--- src/k005849_pkg.sv ---
package k005849_pkg;

	// ==============================
	// Widths that carry a meaning
	// ==============================

	// Horizontal dot counter, 384 dots per line
	typedef logic [8:0] hcount_t;
	// Vertical line counter, 264 lines per frame
	typedef logic [8:0] vcount_t;
	// CPU address bus as seen by the chip
	typedef logic [13:0] cpu_addr_t;
	// One byte on the CPU data bus
	typedef logic [7:0] cpu_data_t;

	// Steps of the 6809 E/Q generator, one step per pixel clock
	typedef enum logic [1:0] {
		PH_E_FALL = 2'd0,
		PH_Q_RISE = 2'd1,
		PH_E_RISE = 2'd2,
		PH_Q_FALL = 2'd3
	} clk_phase_t;

	// ==============================
	// Video timing
	// ==============================

	localparam hcount_t H_LAST = 9'd383;
	localparam hcount_t HBLANK_END = 9'd1;
	localparam hcount_t HBLANK_START = 9'd257;
	localparam vcount_t V_LAST = 9'd263;
	localparam vcount_t VBLANK_END = 9'd15;
	localparam vcount_t VBLANK_START = 9'd239;
	localparam vcount_t FIRQ_LINE = 9'd240;
	localparam int NMI_PERIOD = 32;

	// Normal HSYNC window, moved later by the centering value
	localparam hcount_t HSYNC_BASE_LO = 9'd293;
	localparam hcount_t HSYNC_BASE_HI = 9'd324;
	// HSYNC window used when the picture is pulled to the left
	localparam hcount_t HSYNC_EARLY_LO = 9'd285;
	localparam hcount_t HSYNC_EARLY_HI = 9'd316;
	// VSYNC window before the vertical centering offset
	localparam vcount_t VSYNC_LO = 9'd254;
	localparam vcount_t VSYNC_HI = 9'd261;

	// ==============================
	// CPU register map
	// ==============================

	// A[13:12] page codes
	localparam logic [1:0] REG_PAGE = 2'b10;
	localparam logic [1:0] IO_PAGE = 2'b11;
	// A[7:3] of the control register block inside the register page
	localparam logic [4:0] REG_BASE = 5'b01000;
	localparam cpu_addr_t REG_READ_BASE = 14'h2040;
	localparam int NUM_READABLE_REGS = 4;

	// Interrupt mask positions in register 4
	localparam int NMI_MASK_BIT = 0;
	localparam int IRQ_MASK_BIT = 1;
	localparam int FIRQ_MASK_BIT = 2;

	localparam cpu_data_t BUS_IDLE = 8'hFF;

endpackage
--- src/k005849_top.sv ---
module k005849_top
	import k005849_pkg::*;
(
	input  logic       CK49,
	input  logic       RES,
	input  logic       READ,
	input  cpu_addr_t  A,
	input  cpu_data_t  DBi,
	output cpu_data_t  DBo,
	input  logic       XCS,
	input  logic       BUSE,
	input  logic [3:0] HCTR,
	input  logic [3:0] VCTR,
	output logic       NCK2,
	output logic       X1S,
	output logic       H2,
	output logic       ER,
	output logic       QR,
	output logic       EQ,
	output logic       HBLK,
	output logic       VBLK,
	output logic       HSYC,
	output logic       VSYC,
	output logic       SYNC,
	output logic       IRQ,
	output logic       NMI,
	output logic       FIRQ,
	output logic       IOCS
);

	// Clock enables shared by the blocks
	logic cen_6m;
	logic cen_3m;
	// Video counters and frame events
	hcount_t h_count;
	vcount_t v_count;
	logic frame_odd;
	logic vblank_start;
	// Mask bits from register 4
	logic nmi_mask;
	logic irq_mask;
	logic firq_mask;

	clock_divider clock_divider_i (
		.CK49(CK49), .RES(RES), .cen_6m(cen_6m), .cen_3m(cen_3m),
		.nck2(NCK2), .er(ER), .qr(QR), .eq(EQ)
	);

	video_timing video_timing_i (
		.CK49(CK49), .RES(RES), .cen_6m(cen_6m), .hctr(HCTR), .vctr(VCTR),
		.h_count(h_count), .v_count(v_count), .hblank(HBLK), .vblank(VBLK),
		.hsync(HSYC), .vsync(VSYC), .sync(SYNC),
		.frame_odd(frame_odd), .vblank_start(vblank_start)
	);

	cpu_registers cpu_registers_i (
		.CK49(CK49), .RES(RES), .cen_3m(cen_3m), .read(READ), .xcs(XCS), .buse(BUSE),
		.a(A), .dbi(DBi), .dbo(DBo), .iocs(IOCS),
		.nmi_mask(nmi_mask), .irq_mask(irq_mask), .firq_mask(firq_mask)
	);

	interrupt_control interrupt_control_i (
		.CK49(CK49), .RES(RES), .cen_6m(cen_6m), .cen_3m(cen_3m),
		.v_count(v_count), .frame_odd(frame_odd), .vblank_start(vblank_start),
		.nmi_mask(nmi_mask), .irq_mask(irq_mask), .firq_mask(firq_mask),
		.irq(IRQ), .nmi(NMI), .firq(FIRQ)
	);

	// Dot clock divisions come straight from the low dot counter bits
	assign X1S = h_count[0];
	assign H2 = h_count[1];

endmodule

--- src/interrupt_control.sv ---
module interrupt_control
	import k005849_pkg::*;
(
	input  logic    CK49,
	input  logic    RES,
	input  logic    cen_6m,
	input  logic    cen_3m,
	input  vcount_t v_count,
	input  logic    frame_odd,
	input  logic    vblank_start,
	input  logic    nmi_mask,
	input  logic    irq_mask,
	input  logic    firq_mask,
	output logic    irq,
	output logic    nmi,
	output logic    firq
);

	// NMI fires on the last line of every 32 line group
	logic nmi_line;
	// FIRQ fires on the first blanking line of even frames only
	logic firq_line;

	assign nmi_line = ((v_count % NMI_PERIOD) == (NMI_PERIOD - 1));
	assign firq_line = ~frame_odd && (v_count == FIRQ_LINE);

	// All three lines are active low and latch until the CPU drops the mask
	// Clearing a mask releases the line on that channel's next enable

	// Vblank IRQ runs on the pixel clock so it catches the one dot pulse
	always_ff @(posedge CK49 or negedge RES) begin
		if (!RES) begin
			irq <= 1'b1;
		end else if (cen_6m) begin
			if (!irq_mask) begin
				irq <= 1'b1;
			end else if (vblank_start) begin
				irq <= 1'b0;
			end
		end
	end

	// NMI and FIRQ sample whole line conditions on the CPU clock enable
	always_ff @(posedge CK49 or negedge RES) begin
		if (!RES) begin
			nmi <= 1'b1;
			firq <= 1'b1;
		end else if (cen_3m) begin
			if (!nmi_mask) begin
				nmi <= 1'b1;
			end else if (nmi_line) begin
				nmi <= 1'b0;
			end
			if (!firq_mask) begin
				firq <= 1'b1;
			end else if (firq_line) begin
				firq <= 1'b0;
			end
		end
	end

endmodule

--- src/cpu_registers.sv ---
module cpu_registers
	import k005849_pkg::*;
(
	input  logic      CK49,
	input  logic      RES,
	input  logic      cen_3m,
	input  logic      read,
	input  logic      xcs,
	input  logic      buse,
	input  cpu_addr_t a,
	input  cpu_data_t dbi,
	output cpu_data_t dbo,
	output logic      iocs,
	output logic      nmi_mask,
	output logic      irq_mask,
	output logic      firq_mask
);

	// Registers 0 to 3 are kept whole and can be read back
	cpu_data_t reg_file [NUM_READABLE_REGS];
	// Register 4 keeps its three interrupt mask bits
	logic [2:0] mask_bits;
	// Chip is selected and the address falls in the register block
	logic reg_sel;
	// Address lies in the readable window 2040 to 2043
	logic read_hit;
	// Offset of the addressed register inside the readable window
	logic [1:0] read_idx;

	// ==============================
	// Address decode
	// ==============================

	assign reg_sel = ~xcs && (a[13:12] == REG_PAGE) && (a[7:3] == REG_BASE);

	// Only the exact addresses read back and mirrors of the block return idle
	assign read_hit = (a >= REG_READ_BASE) && (a < REG_READ_BASE + NUM_READABLE_REGS);
	assign read_idx = a[1:0];

	// The external I/O decoder is enabled for the whole I/O page (active low)
	assign iocs = ~(~xcs && (a[13:12] == IO_PAGE));

	// ==============================
	// Register writes
	// ==============================

	// READ high marks a write cycle, sampled on the CPU clock enable
	always_ff @(posedge CK49 or negedge RES) begin
		if (!RES) begin
			for (int i = 0; i < NUM_READABLE_REGS; i++) begin
				reg_file[i] <= '0;
			end
			mask_bits <= 3'd0;
		end else if (cen_3m && reg_sel && read) begin
			case (a[2:0])
				3'd0, 3'd1, 3'd2, 3'd3: reg_file[a[1:0]] <= dbi;
				3'd4: mask_bits <= dbi[2:0];
				default: begin
				end
			endcase
		end
	end

	assign nmi_mask = mask_bits[NMI_MASK_BIT];
	assign irq_mask = mask_bits[IRQ_MASK_BIT];
	assign firq_mask = mask_bits[FIRQ_MASK_BIT];

	// Readback is combinational while BUSE is low
	// Anything not decoded leaves the bus floating high
	always_comb begin
		if (!buse && reg_sel && !read && read_hit) begin
			dbo = reg_file[read_idx];
		end else begin
			dbo = BUS_IDLE;
		end
	end

endmodule

--- src/video_timing.sv ---
module video_timing
	import k005849_pkg::*;
(
	input  logic       CK49,
	input  logic       RES,
	input  logic       cen_6m,
	input  logic [3:0] hctr,
	input  logic [3:0] vctr,
	output hcount_t    h_count,
	output vcount_t    v_count,
	output logic       hblank,
	output logic       vblank,
	output logic       hsync,
	output logic       vsync,
	output logic       sync,
	output logic       frame_odd,
	output logic       vblank_start
);

	// Sync window edges after centering
	hcount_t hs_lo;
	hcount_t hs_hi;
	vcount_t vs_lo;
	vcount_t vs_hi;
	// Leftward shift used when HCTR bit 3 is set
	logic [2:0] early_shift;

	// ==============================
	// Counters and blanking
	// ==============================

	// Everything here advances on the pixel clock enable only
	// The line counter steps when the dot counter wraps
	always_ff @(posedge CK49 or negedge RES) begin
		if (!RES) begin
			h_count <= '0;
			v_count <= '0;
			hblank <= 1'b0;
			vblank <= 1'b0;
			frame_odd <= 1'b0;
			vblank_start <= 1'b0;
		end else if (cen_6m) begin
			// The vblank start pulse only lasts for dot 0 of line 240
			if (h_count == '0) begin
				vblank_start <= 1'b0;
			end
			// Blanking flags are registered, so they change one dot after the compare
			if (h_count == HBLANK_END) begin
				hblank <= 1'b0;
			end
			if (h_count == HBLANK_START) begin
				hblank <= 1'b1;
			end
			if (h_count == H_LAST) begin
				h_count <= '0;
				if (v_count == V_LAST) begin
					v_count <= '0;
				end else begin
					v_count <= v_count + 9'd1;
				end
				if (v_count == VBLANK_END) begin
					vblank <= 1'b0;
				end
				// End of the last visible line opens vertical blanking
				if (v_count == VBLANK_START) begin
					vblank <= 1'b1;
					vblank_start <= 1'b1;
					frame_odd <= ~frame_odd;
				end
			end else begin
				h_count <= h_count + 9'd1;
			end
		end
	end

	// ==============================
	// Sync with screen centering
	// ==============================

	// With HCTR bit 3 set the window moves left by 7 minus HCTR[2:0]
	assign early_shift = 3'd7 - hctr[2:0];

	always_comb begin
		if (hctr[3]) begin
			hs_lo = HSYNC_EARLY_LO - {6'd0, early_shift};
			hs_hi = HSYNC_EARLY_HI - {6'd0, early_shift};
		end else begin
			hs_lo = HSYNC_BASE_LO + {6'd0, hctr[2:0]};
			hs_hi = HSYNC_BASE_HI + {6'd0, hctr[2:0]};
		end
	end

	// Vertical centering only ever moves the pulse upward
	assign vs_lo = VSYNC_LO - {5'd0, vctr};
	assign vs_hi = VSYNC_HI - {5'd0, vctr};

	// Both syncs are active low and decoded straight from the counters
	assign hsync = ~((h_count >= hs_lo) && (h_count <= hs_hi));
	assign vsync = ~((v_count >= vs_lo) && (v_count <= vs_hi));

	// Composite sync for monitors that take a single sync line
	assign sync = hsync ^ vsync;

endmodule

--- src/clock_divider.sv ---
module clock_divider
	import k005849_pkg::*;
(
	input  logic CK49,
	input  logic RES,
	output logic cen_6m,
	output logic cen_3m,
	output logic nck2,
	output logic er,
	output logic qr,
	output logic eq
);

	// Free running divider of the 49.152 MHz master clock
	logic [3:0] div;
	// Current step of the E/Q generator
	clk_phase_t phase;

	always_ff @(posedge CK49 or negedge RES) begin
		if (!RES) begin
			div <= 4'd0;
		end else begin
			div <= div + 4'd1;
		end
	end

	// Pixel clock enable every 8 master cycles, CPU enable every 16
	assign cen_6m = (div[2:0] == 3'd0);
	assign cen_3m = (div == 4'd0);

	// 6.144 MHz square wave for the board
	assign nck2 = div[2];

	// The 6809E wants E and Q a quarter period apart
	// Each pixel clock moves one edge, so a full E cycle takes four steps
	always_ff @(posedge CK49 or negedge RES) begin
		if (!RES) begin
			phase <= PH_E_FALL;
			er <= 1'b0;
			qr <= 1'b0;
		end else if (cen_6m) begin
			case (phase)
				PH_E_FALL: begin
					er <= 1'b0;
					phase <= PH_Q_RISE;
				end
				PH_Q_RISE: begin
					qr <= 1'b1;
					phase <= PH_E_RISE;
				end
				PH_E_RISE: begin
					er <= 1'b1;
					phase <= PH_Q_FALL;
				end
				default: begin
					qr <= 1'b0;
					phase <= PH_E_FALL;
				end
			endcase
		end
	end

	// EQ is the AND of both CPU clocks
	assign eq = er & qr;

endmodule

--- config.mk ---
export PLATFORM = sky130hd
export DESIGN_NAME = k005849_top
export DESIGN_NICKNAME = d
export VERILOG_FILES = /design/src/k005849_pkg.sv /design/src/k005849_top.sv /design/src/interrupt_control.sv /design/src/cpu_registers.sv /design/src/video_timing.sv /design/src/clock_divider.sv
export SDC_FILE = /design/constraint.sdc
export NUM_CORES = 1
export LEC_CHECK = 0
export BUFFER_PORTS_ARGS = -buffer_cell sky130_fd_sc_hd__buf_2
export CORE_AREA = 5 5 120 77
export DETAILED_ROUTE_END_ITERATION = 16
export DIE_AREA = 0 0 125 82
export PLACE_DENSITY = 0.81
export SLEW_MARGIN = 20
export SYNTH_ARGS = -nofsm -noshare
export SYNTH_HDL_FRONTEND = slang
export SYNTH_HIERARCHICAL = 1
export SYNTH_SLANG_ARGS = --single-unit
--- constraint.sdc ---
create_clock -name CK49 -period 2.6 [get_ports CK49]
set_input_delay 0.13 -clock CK49 [delete_from_list [all_inputs] [get_ports CK49]]
set_output_delay 0.13 -clock CK49 [all_outputs]
set_load 0.02 [all_outputs]
Word level (Yosys, flattened, before mapping)
Index checks and enable logic that the tools add are counted.

Bits of input ports: 35. Bits in registers: 68.

Muxes and demuxes: 27. $add $sub $neg: 10. Eq/ne operators: 20. Reduce and logical (&&, ||, !) cells: 36. Magnitude comparators: 8. Bitwise gates (word level): 9.

Operators by type and width (count): two-way mux 9 bit (4); bitwise mux 32 bit (1); two-way mux 8 bit (4); equality test 9 bit (second input constant) (3); adder 9 x 1 -> 9 bit (second input constant) (2); adder 9 x 3 -> 9 bit (first input constant) (2); equality test 9 x 8 -> 1 bit (second input constant) (2); greater-or-equal comparator 9 bit (2); less-or-equal comparator 9 bit (2); AND reduction 2 bit (9); subtractor 9 x 3 -> 9 bit (first input constant) (2); binary-select mux 8 bit (select 2 bit) (1); demux 8 bit (select 2 bit) (1); greater-or-equal comparator 14 bit (second input constant) (1); less-than comparator 14 bit (second input constant) (1); logical AND 1 bit (13); two-way mux 1 bit (13); equality test 9 x 1 -> 1 bit (second input constant) (1); equality test 9 x 4 -> 1 bit (second input constant) (1); zero test 9 bit (1); subtractor 8 x 4 -> 9 bit (first input constant) (1); subtractor 9 x 4 -> 9 bit (first input constant) (1); equality test 2 bit (second input constant) (3); equality test 3 x 2 -> 1 bit (second input constant) (2); other kinds (25) (37).

Longest topological paths before layout
Gate-level depths: netlist of the first run.

Depth after elaboration: 7. Mapped depth: 11.

Modules after synthesis
The synthesis of the first run kept the hierarchy.

Modules (own cells, without submodules): video_timing (cells an instance 212, area an instance 1925.6 um^2, instances 1); cpu_registers (cells an instance 108, area an instance 1747.9 um^2, instances 1); clock_divider (cells an instance 32, area an instance 417.9 um^2, instances 1); interrupt_control (cells an instance 16, area an instance 158.9 um^2, instances 1).

Least setup slack after synthesis of the first run
OpenSTA, ideal clock, no wires.

Path kind: register to register. Start: reg clock_divider_i.div[0]. End: reg cpu_registers_i/reg_file[24] (netlist name). Buffers on the path: 1. Arrival time: 2158 ps. Clock period less this slack: 2283 ps. Slack: 317 ps. Stages on the path, launching flop included: 9. Setup time: 125 ps. Cells stage by stage: dfrtp_1 -> inv_1 -> ha_1 -> nor2b_1 -> buf_6 -> nor2b_1 -> nand2_1 -> nor4_4 -> mux2_2.

Longest elaborated chain between the ends: 4.

Ends and longest elaborated chain: start, declared (RTL line clock_divider.sv:15) `logic [3:0] div;`; start signal, assigned (RTL line clock_divider.sv:23) `div <= div + 4'd1;`; zero test 4 bit (RTL line clock_divider.sv:29) `assign cen_3m = (div == 4'd0);`; named net cen_3m (RTL line k005849_top.sv:33) `logic cen_3m;`; logical AND 1 bit (2 in a row) (RTL line cpu_registers.sv:54) `end else if (cen_3m && reg_sel && read) begin`; AND reduction 2 bit (no source line); end signal, assigned by index (RTL line cpu_registers.sv:56) `3'd0, 3'd1, 3'd2, 3'd3: reg_file[a[1:0]] <= dbi;`; end, declared (RTL line cpu_registers.sv:20) `cpu_data_t reg_file [NUM_READABLE_REGS];`.

The timed path passes the listed nets, and every way through them passes these cells. A chain may end at the register's enable or synchronous reset.

Final worst setup path of the first run
Start: reg video_timing_i.v_count[6]. End: out SYNC.

Longest elaborated chain between the ends: 4. Elaborated cells on any way between the ends: 5. Classes of those cells: 2 x order compare; 2 x bitwise; 1 x reduce/logical.

Ends and longest elaborated chain: start, declared (RTL line video_timing.sv:10) `output vcount_t v_count,`; start signal, assigned (RTL line video_timing.sv:59) `v_count <= v_count + 9'd1;`; greater-or-equal comparator 9 bit or less-or-equal comparator 9 bit (tied branches) (RTL line video_timing.sv:99) `assign vsync = ~((v_count >= vs_lo) && (v_count <= vs_hi));`; logical AND 1 bit * (RTL line video_timing.sv:99); inverter 1 bit * (RTL line video_timing.sv:99); bitwise XOR 1 bit * (RTL line video_timing.sv:102) `assign sync = hsync ^ vsync;`; end, declared (RTL line k005849_top.sv:24) `output logic SYNC,`.

Every way passes the cells marked *; elsewhere a longest branch is shown, timed or not.

==> results of run 1 <==
[critical path: cells and delay by family (launching register included)]
| family | cells | cell delay (ns) |
|---|---|---|
| xor gates and xnor gates | 1 | 0.14 |
| adders and majority gates | 1 | 0.34 |
| DFF | 1 | 0.45 |
| buffers and inverters | 1 | 0.17 |
| and+or+nand+nor | 1 | 0.16 |
| AOI/OAI and AO/OA | 3 | 0.81 |
[per-layer routing]
metal / vias up / wire, um
li1: 1494 / -
met1: 1609 / 4630
met2: 125 / 4660
met3: 14 / 830
met4: 0 / 127
met5: - / 0
[metrics by stage]
step	worst slack [ns]	TNS, ns	hold slack, ns
after floorplan	0.317	0	-0.166
after global placement	0.178	0	0.149
after detailed placement	0.0891	0	0.147
after CTS	0.00724	0	0.0840
after global routing	-0.0495	-0.0528	0.0809
final	0.0919	0	0.0981
[final timing paths]
kind,cells after the start,startpoint,end
max,7,video_timing_i/v_count[6]$_DFFE_PN0P_,SYNC
min,2,DBi[3],cpu_registers_i/reg_file[3]$_DFFE_PN0P_
max reg2reg,9,clock_divider_i/div[0]$_DFF_PN0_,video_timing_i/frame_odd$_DFFE_PN0P_
min reg2reg,1,cpu_registers_i/mask_bits[1]$_DFFE_PN0P_,interrupt_control_i/irq$_DFFE_PN1P_
max in group asynchronous,3,RES,video_timing_i/h_count[3]$_DFFE_PN0P_
min in group asynchronous,2,RES,cpu_registers_i/reg_file[29]$_DFFE_PN0P_
[state kept, by name (all words and copies together), names as in the netlist]
signal                       cells
cpu_registers_i/reg_file        32
video_timing_i/h_count           9
video_timing_i/v_count           9
clock_divider_i/div              4
cpu_registers_i/mask_bits        3
clock_divider_i/phase            2
clock_divider_i/er               1
clock_divider_i/qr               1
interrupt_control_i/firq         1
interrupt_control_i/irq          1
interrupt_control_i/nmi          1
video_timing_i/frame_odd         1
video_timing_i/hblank            1
video_timing_i/vblank            1
video_timing_i/vblank_start      1
[cells by family after synthesis]
family / Yosys count
DFF: 68
and+or+nand+nor: 107
buffers and inverters: 32
AOI/OAI and AO/OA: 53
adders and majority gates: 42
muxes: 49
xor gates and xnor gates: 17
[layout make-up]
class / instances / area, um2
clock inverters: 5 / 28.8
repair buffers: 68 / 370
clock buffers: 11 / 233
multi-input cells: 268 / 2430
inverters: 22 / 82.6
well taps: 112 / 140
flip-flops and latches: 68 / 1710
fillers: 608 / 3110
[report_power, final]
group / internal [mW] / switching (mW) / total (mW)
Sequential: 1.06 / 0.000201 / 1.06
Combinational: 0.0672 / 0.109 / 0.176
Clock: 0.640 / 0.419 / 1.06
Total: 1.77 / 0.528 / 2.29
[Yosys cell counts, drive strengths merged (9+ instances only)]
| cell type | instances |
|---|---|
| or3b | 11 |
| o21ai | 21 |
| nand4 | 11 |
| xnor2 | 12 |
| nor2 | 9 |
| dfrtp | 65 |
| inv | 22 |
| nand2 | 25 |
| a21oi | 9 |
| ha | 42 |
| nor4 | 9 |
| mux2 | 38 |
[repair_timing]
action | CTS | global route
resized for setup | 0 | 6
hold buffers | 1 | 0
hold endpoints to repair | 19 | 0
setup endpoints to repair | 0 | 29
==> metrics.cfg, run 1 <==
[timing]
slew_headroom_pct = 61.5
period_share_pct = 96.5
drv_slew = 0
post-route-min-period_ns = 2.51
setup_viol = 0
max_freq_mhz = 399
finalHoldViolations = 0
finalClockSkew_ns = 0.00311
worst_pin_slew_ns = 0.578

[route]
ant_nets = 0
vias_per_cell = 5.85
drc = 0
avgRoutedWirePerCell_um = 18.5
drt-initial-drc-count = 316
totalWireLength_um = 10200
drtPass1Iterations = 4
vias = 3242

[worst_setup_path]
cp_cell_sequence = ha_1 > a211o_1 > a21oi_1 > nand4_1 > a2bb2oi_2 > xnor2_1 > buf_2
crit_arrival_ns = 2.38
end_kind = output pin
crit_path_max_fanout = 6
required_ns = 2.47
regToRegSetupSlack_ns = 0.19
max_stage_delay_ns = 0.45
critical_path_class = flop to output pin
start_kind = flop
cp_slowest_cell = dfrtp_1

[grt]
grt_first_pass_wirelength_um = 16800
busiest_layer = met2
grt_usage_pct = 20.7
met2_usage_pct = 31.5
grt_pass1_vias = 3227
gr-usage-met3_pct = 5.46
grt_max_degree = 27
overflow = 0
antenna_found_initial = 0
met1_usage_pct = 29.2

[placement]
dp_hpwl_um = 7800
gp_congestion = 0.899
place_area_mm2 = 0.00469
dp.cells = 537
portBuffers = 57

[cts]
clock-root-buffer = clkbuf_16
clock_latency_ns = 0.32
cts_setup_buffers = 0
clock-sinks = 68
cts_buffer_depth = 2
numCtsBuffers = 9
clk_pin_slew_ns = 0.05
cts_tree = yes
cts_max_level = 3

[die]
fp.dieH_um = 82
io_pins = 58
dieArea_mm2 = 0.0103
start_util_pct = 52.5
num_rows = 26
die_x_um = 125
core_area_mm2 = 0.00810

[power]
power.density_mw_per_mm2 = 460
p_total_mw = 2.29
ir_drop_mv = 0.412
p_leak_nw = 2.49

[layout]
drive_above_1_share_pct = 36.7
final_common_cell = dfrtp_1
antennaDiodeCount = 0
nets = 514
layout_common_cells = dfrtp_1 (65), buf_2 (57), ha_1 (42)
syn_to_final_growth_pct = 17.4
final_cell_count_no_fill = 554
final_area_mm2 = 0.00499
final_util_pct = 61.6

[synthesis]
ys_seq_area_share_pct = 40.1
syn_area_per_cell_um2 = 11.5
yosysWarnings = 6
netlist_top_cells_area = dfrtp_1 (38%), ha_1 (12%), mux2_2 (9.3%)
synth_mux_area_share_pct = 15.1
ys.flop_type = dfrtp_1
synth_compound_area_share_pct = 8.30
synth_enable_flop_cells = 0
synth_top_area_share_pct = 38.3
synthAdderAreaFrac_pct = 12.4
synth_top_family_by_area = simple AND/OR/NAND/NOR gates
yosys.area_share.xor_xnor_pct = 3.50
synth.largest_area_cell = dfrtp_1
syn_nets = 445
ys_types = 62
synth_cells = 368
synth-seq-cells = 68
synthArstFlopShare_pct = 100
syn_area_mm2 = 0.00425
synthSimpleGateAreaFrac_pct = 17.3

[min_path]
hold_class = primary input to flop

[status]
status = finished clean

[run]
drv_cap = 0

(Power assumes the default switching activity.)
==> run 2: changes to the inputs <==
--- a/config.mk
+++ b/config.mk
@@ -6,10 +6,12 @@
 export NUM_CORES = 1
 export LEC_CHECK = 0
 export BUFFER_PORTS_ARGS = -buffer_cell sky130_fd_sc_hd__buf_2
-export CORE_AREA = 5 5 120 77
+export CELL_PAD_IN_SITES_DETAIL_PLACEMENT = 0
+export CELL_PAD_IN_SITES_GLOBAL_PLACEMENT = 1
+export CORE_AREA = 5 5 136 86
 export DETAILED_ROUTE_END_ITERATION = 16
-export DIE_AREA = 0 0 125 82
-export PLACE_DENSITY = 0.81
+export DIE_AREA = 0 0 141 91
+export PLACE_DENSITY = 0.79
 export SLEW_MARGIN = 20
 export SYNTH_ARGS = -nofsm -noshare
 export SYNTH_HDL_FRONTEND = slang
==> metrics.cfg, run 2 (synthesis gave the netlist of run 1 again) <==
[layout]
syn_to_final_growth_pct = 19.2  ; was 17.4%
nets = 513  ; was 514
antennaDiodeCount = 0  ; unchanged
regMostFlops = cpu_registers_i/reg_file  ; unchanged
final_area_mm2 = 0.00507  ; was 0.00499 mm2
reg_top3 = cpu_registers_i/reg_file (32), video_timing_i/h_count (9), video_timing_i/v_count (9)  ; unchanged
largest_register_ffs = 32  ; unchanged
final_common_cell = dfrtp_1  ; unchanged
fill_cells = 915  ; was 608
drive_above_1_share_pct = 36.7  ; about the same
layout_common_cells = dfrtp_1 (63), buf_2 (57), ha_1 (42)  ; was dfrtp_1 (65), buf_2 (57), ha_1 (42)

[placement]
dp_hpwl_um = 7540  ; was 7800 um
place_area_mm2 = 0.00473  ; was 0.00469 mm2
portBuffers = 57  ; unchanged
gp_congestion = 0.833  ; was 0.899

[cts]
cts_tree = yes  ; unchanged
clock-root-buffer = clkbuf_16  ; unchanged
clock_latency_ns = 0.34  ; was 0.32 ns
clock-sinks = 68  ; unchanged
numCtsBuffers = 9  ; unchanged
clk_pin_slew_ns = 0.06  ; was 0.05 ns
cts_buffer_depth = 2  ; unchanged
cts_max_level = 3  ; unchanged

[power]
p_sw_share_pct = 22.9  ; was 23.0%
p_leak_nw = 2.49  ; about the same
p_switching_uw = 562  ; was 528 uW
p_comb_share_pct = 6.9  ; was 7.7%
p_int_mw = 1.89  ; was 1.77 mW
power.density_mw_per_mm2 = 484  ; was 460 mW/mm2
ir_drop_mv = 0.334  ; was 0.412 mV
seqPwrFrac_pct = 43.2  ; was 46.2%
clkPwrFrac_pct = 49.9  ; was 46.1%

[timing]
finalHoldViolations = 14  ; was 0
max_freq_mhz = 405  ; was 399 MHz
timing.setup.tns_ns = 0  ; unchanged
post-route-min-period_ns = 2.47  ; was 2.51 ns
worst_pin_slew_ns = 0.861  ; was 0.578 ns
hold_slack_ns = -0.0303  ; was 0.0981 ns
slew_headroom_pct = 42.6  ; was 61.5%
finalClockSkew_ns = 0.00668  ; was 0.00311 ns
drv_slew = 0  ; unchanged
period_share_pct = 95.0  ; was 96.5%
rsz0062_at_grt = no
setup_viol = 0  ; unchanged

[worst_setup_path]
critical_path_class = flop to output pin  ; unchanged
crit_path_max_fanout = 6  ; unchanged
required_ns = 2.47  ; about the same
start_kind = flop  ; unchanged
crit_arrival_ns = 2.34  ; was 2.38 ns
end_kind = output pin  ; unchanged

[route]
drtPass1Iterations = 4  ; unchanged
vias_per_cell = 5.31  ; was 5.85
totalWireLength_um = 9810  ; was 10,200 um
vias = 3078  ; was 3,242
avgRoutedWirePerCell_um = 16.9  ; was 18.5 um
wl_met3_um = 454  ; was 830 um
drt-initial-drc-count = 178  ; was 316
drc = 0  ; unchanged
wl_met2_um = 4190  ; was 4660 um
wl_met1_um = 5050  ; was 4630 um
ant_nets = 0  ; unchanged
top_layer = met4  ; unchanged

[min_path]
hold_class = primary input to asynchronous set/reset pin  ; was primary input to flop

[die]
die_x_um = 141  ; was 125 um
num_rows = 29  ; was 26
fp.dieH_um = 91  ; was 82 um
core_area_mm2 = 0.0103  ; was 0.00810 mm2
dieArea_mm2 = 0.0128  ; was 0.0103 mm2
io_pins = 58  ; unchanged
start_util_pct = 41.2  ; was 52.5%

[grt]
grt_max_degree = 69  ; was 27
grt_pass1_vias = 3100  ; was 3,227
antenna_found_initial = 0  ; unchanged
overflow = 0  ; unchanged
grt_usage_pct = 16.2  ; was 20.7%
grt_first_pass_wirelength_um = 16600  ; was 16,800 um

[status]
status = finished with violations  ; was finished clean
violations = hold timing

[run]
drv_cap = 0  ; unchanged

==> run 2: cell count changes in the layout (fill, tap and decap cells not counted), sizes merged <==
cell | previous run | this run
bufinv | 0 | 1
clkbuf | 11 | 10
clkinv | 5 | 3
clkinvlp | 0 | 2
dlygate4sd3 | 1 | 0
==> run 2: critical path, stage by stage (launching register included) <==
cell and delay [ns]:
dfrtp_1 0.45, ha_1 0.42, nand2_1 0.13, a211oi_2 0.33, a2111oi_4 0.07, o311ai_4 0.28, xnor2_1 0.15, buf_2 0.18
==> run 2: power groups by stage <==
stage	combinational, mW	sequential (mW)	clock, mW
after floorplan	0.0853	1.08	0
after global placement	0.160	1.08	0
after detailed placement	0.165	1.08	0
after CTS	0.168	1.06	1.25
after global routing	0.195	1.06	1.28
final	0.169	1.06	1.22
==> run 2: final cells by class <==
type / count / area [um2] / area share (%)
clock buffers: 10 / 239 / 4.72
clock inverters: 6 / 63.8 / 1.26
inverters: 22 / 82.6 / 1.63
multi-input cells: 268 / 2440 / 48.1
flip-flops and latches: 68 / 1710 / 33.7
well taps: 139 / 174 / 3.43
repair buffers: 67 / 360 / 7.11
==> run 2: metal layers <==
metal | up-vias | global-route usage, %
li1 | 1500 | -
met1 | 1509 | 24.5
met2 | 61 | 22.8
met3 | 8 | 4.20
met4 | 0 | 4.60
met5 | - | 0
==> run 2: worst paths after layout <==
path	from	endpoint	slack (ns)	cells past startpoint
max	video_timing_i/h_count[4]$_DFFE_PN0P_	SYNC	0.13	7
min	RES	cpu_registers_i/reg_file[15]$_DFFE_PN0P_	-0.03	2
max reg2reg	clock_divider_i/div[0]$_DFF_PN0_	cpu_registers_i/reg_file[0]$_DFFE_PN0P_	0.20	8
min reg2reg	cpu_registers_i/mask_bits[1]$_DFFE_PN0P_	interrupt_control_i/irq$_DFFE_PN1P_	0.42	1
max in group asynchronous	RES	video_timing_i/v_count[0]$_DFFE_PN0P_	2.00	2
min in group CK49	DBi[4]	cpu_registers_i/reg_file[28]$_DFFE_PN0P_	0.07	2
==> run 2: stage by stage <==
stage	hold WS (ns)	worst slack, ns	std cells	utilization, %	power [mW]
after floorplan	-0.166	0.317	368	-	1.16
after global placement	0.365	0.322	564	45.9	1.24
after detailed placement	0.380	0.216	564	45.9	1.24
after CTS	0.0211	0.0598	580	48.9	2.48
after global routing	0.0681	0.00364	580	49.2	2.54
final	-0.0303	0.129	580	49.2	2.45
==> run 2: what timing repair did <==
item                       in CTS  in global routing
hold endpoints to repair        0                  0
hold buffers                    0                  0
buffers inserted                0                  0
setup endpoints to repair       1                  1
pin swaps                       0                  1
resized for setup               2                  5
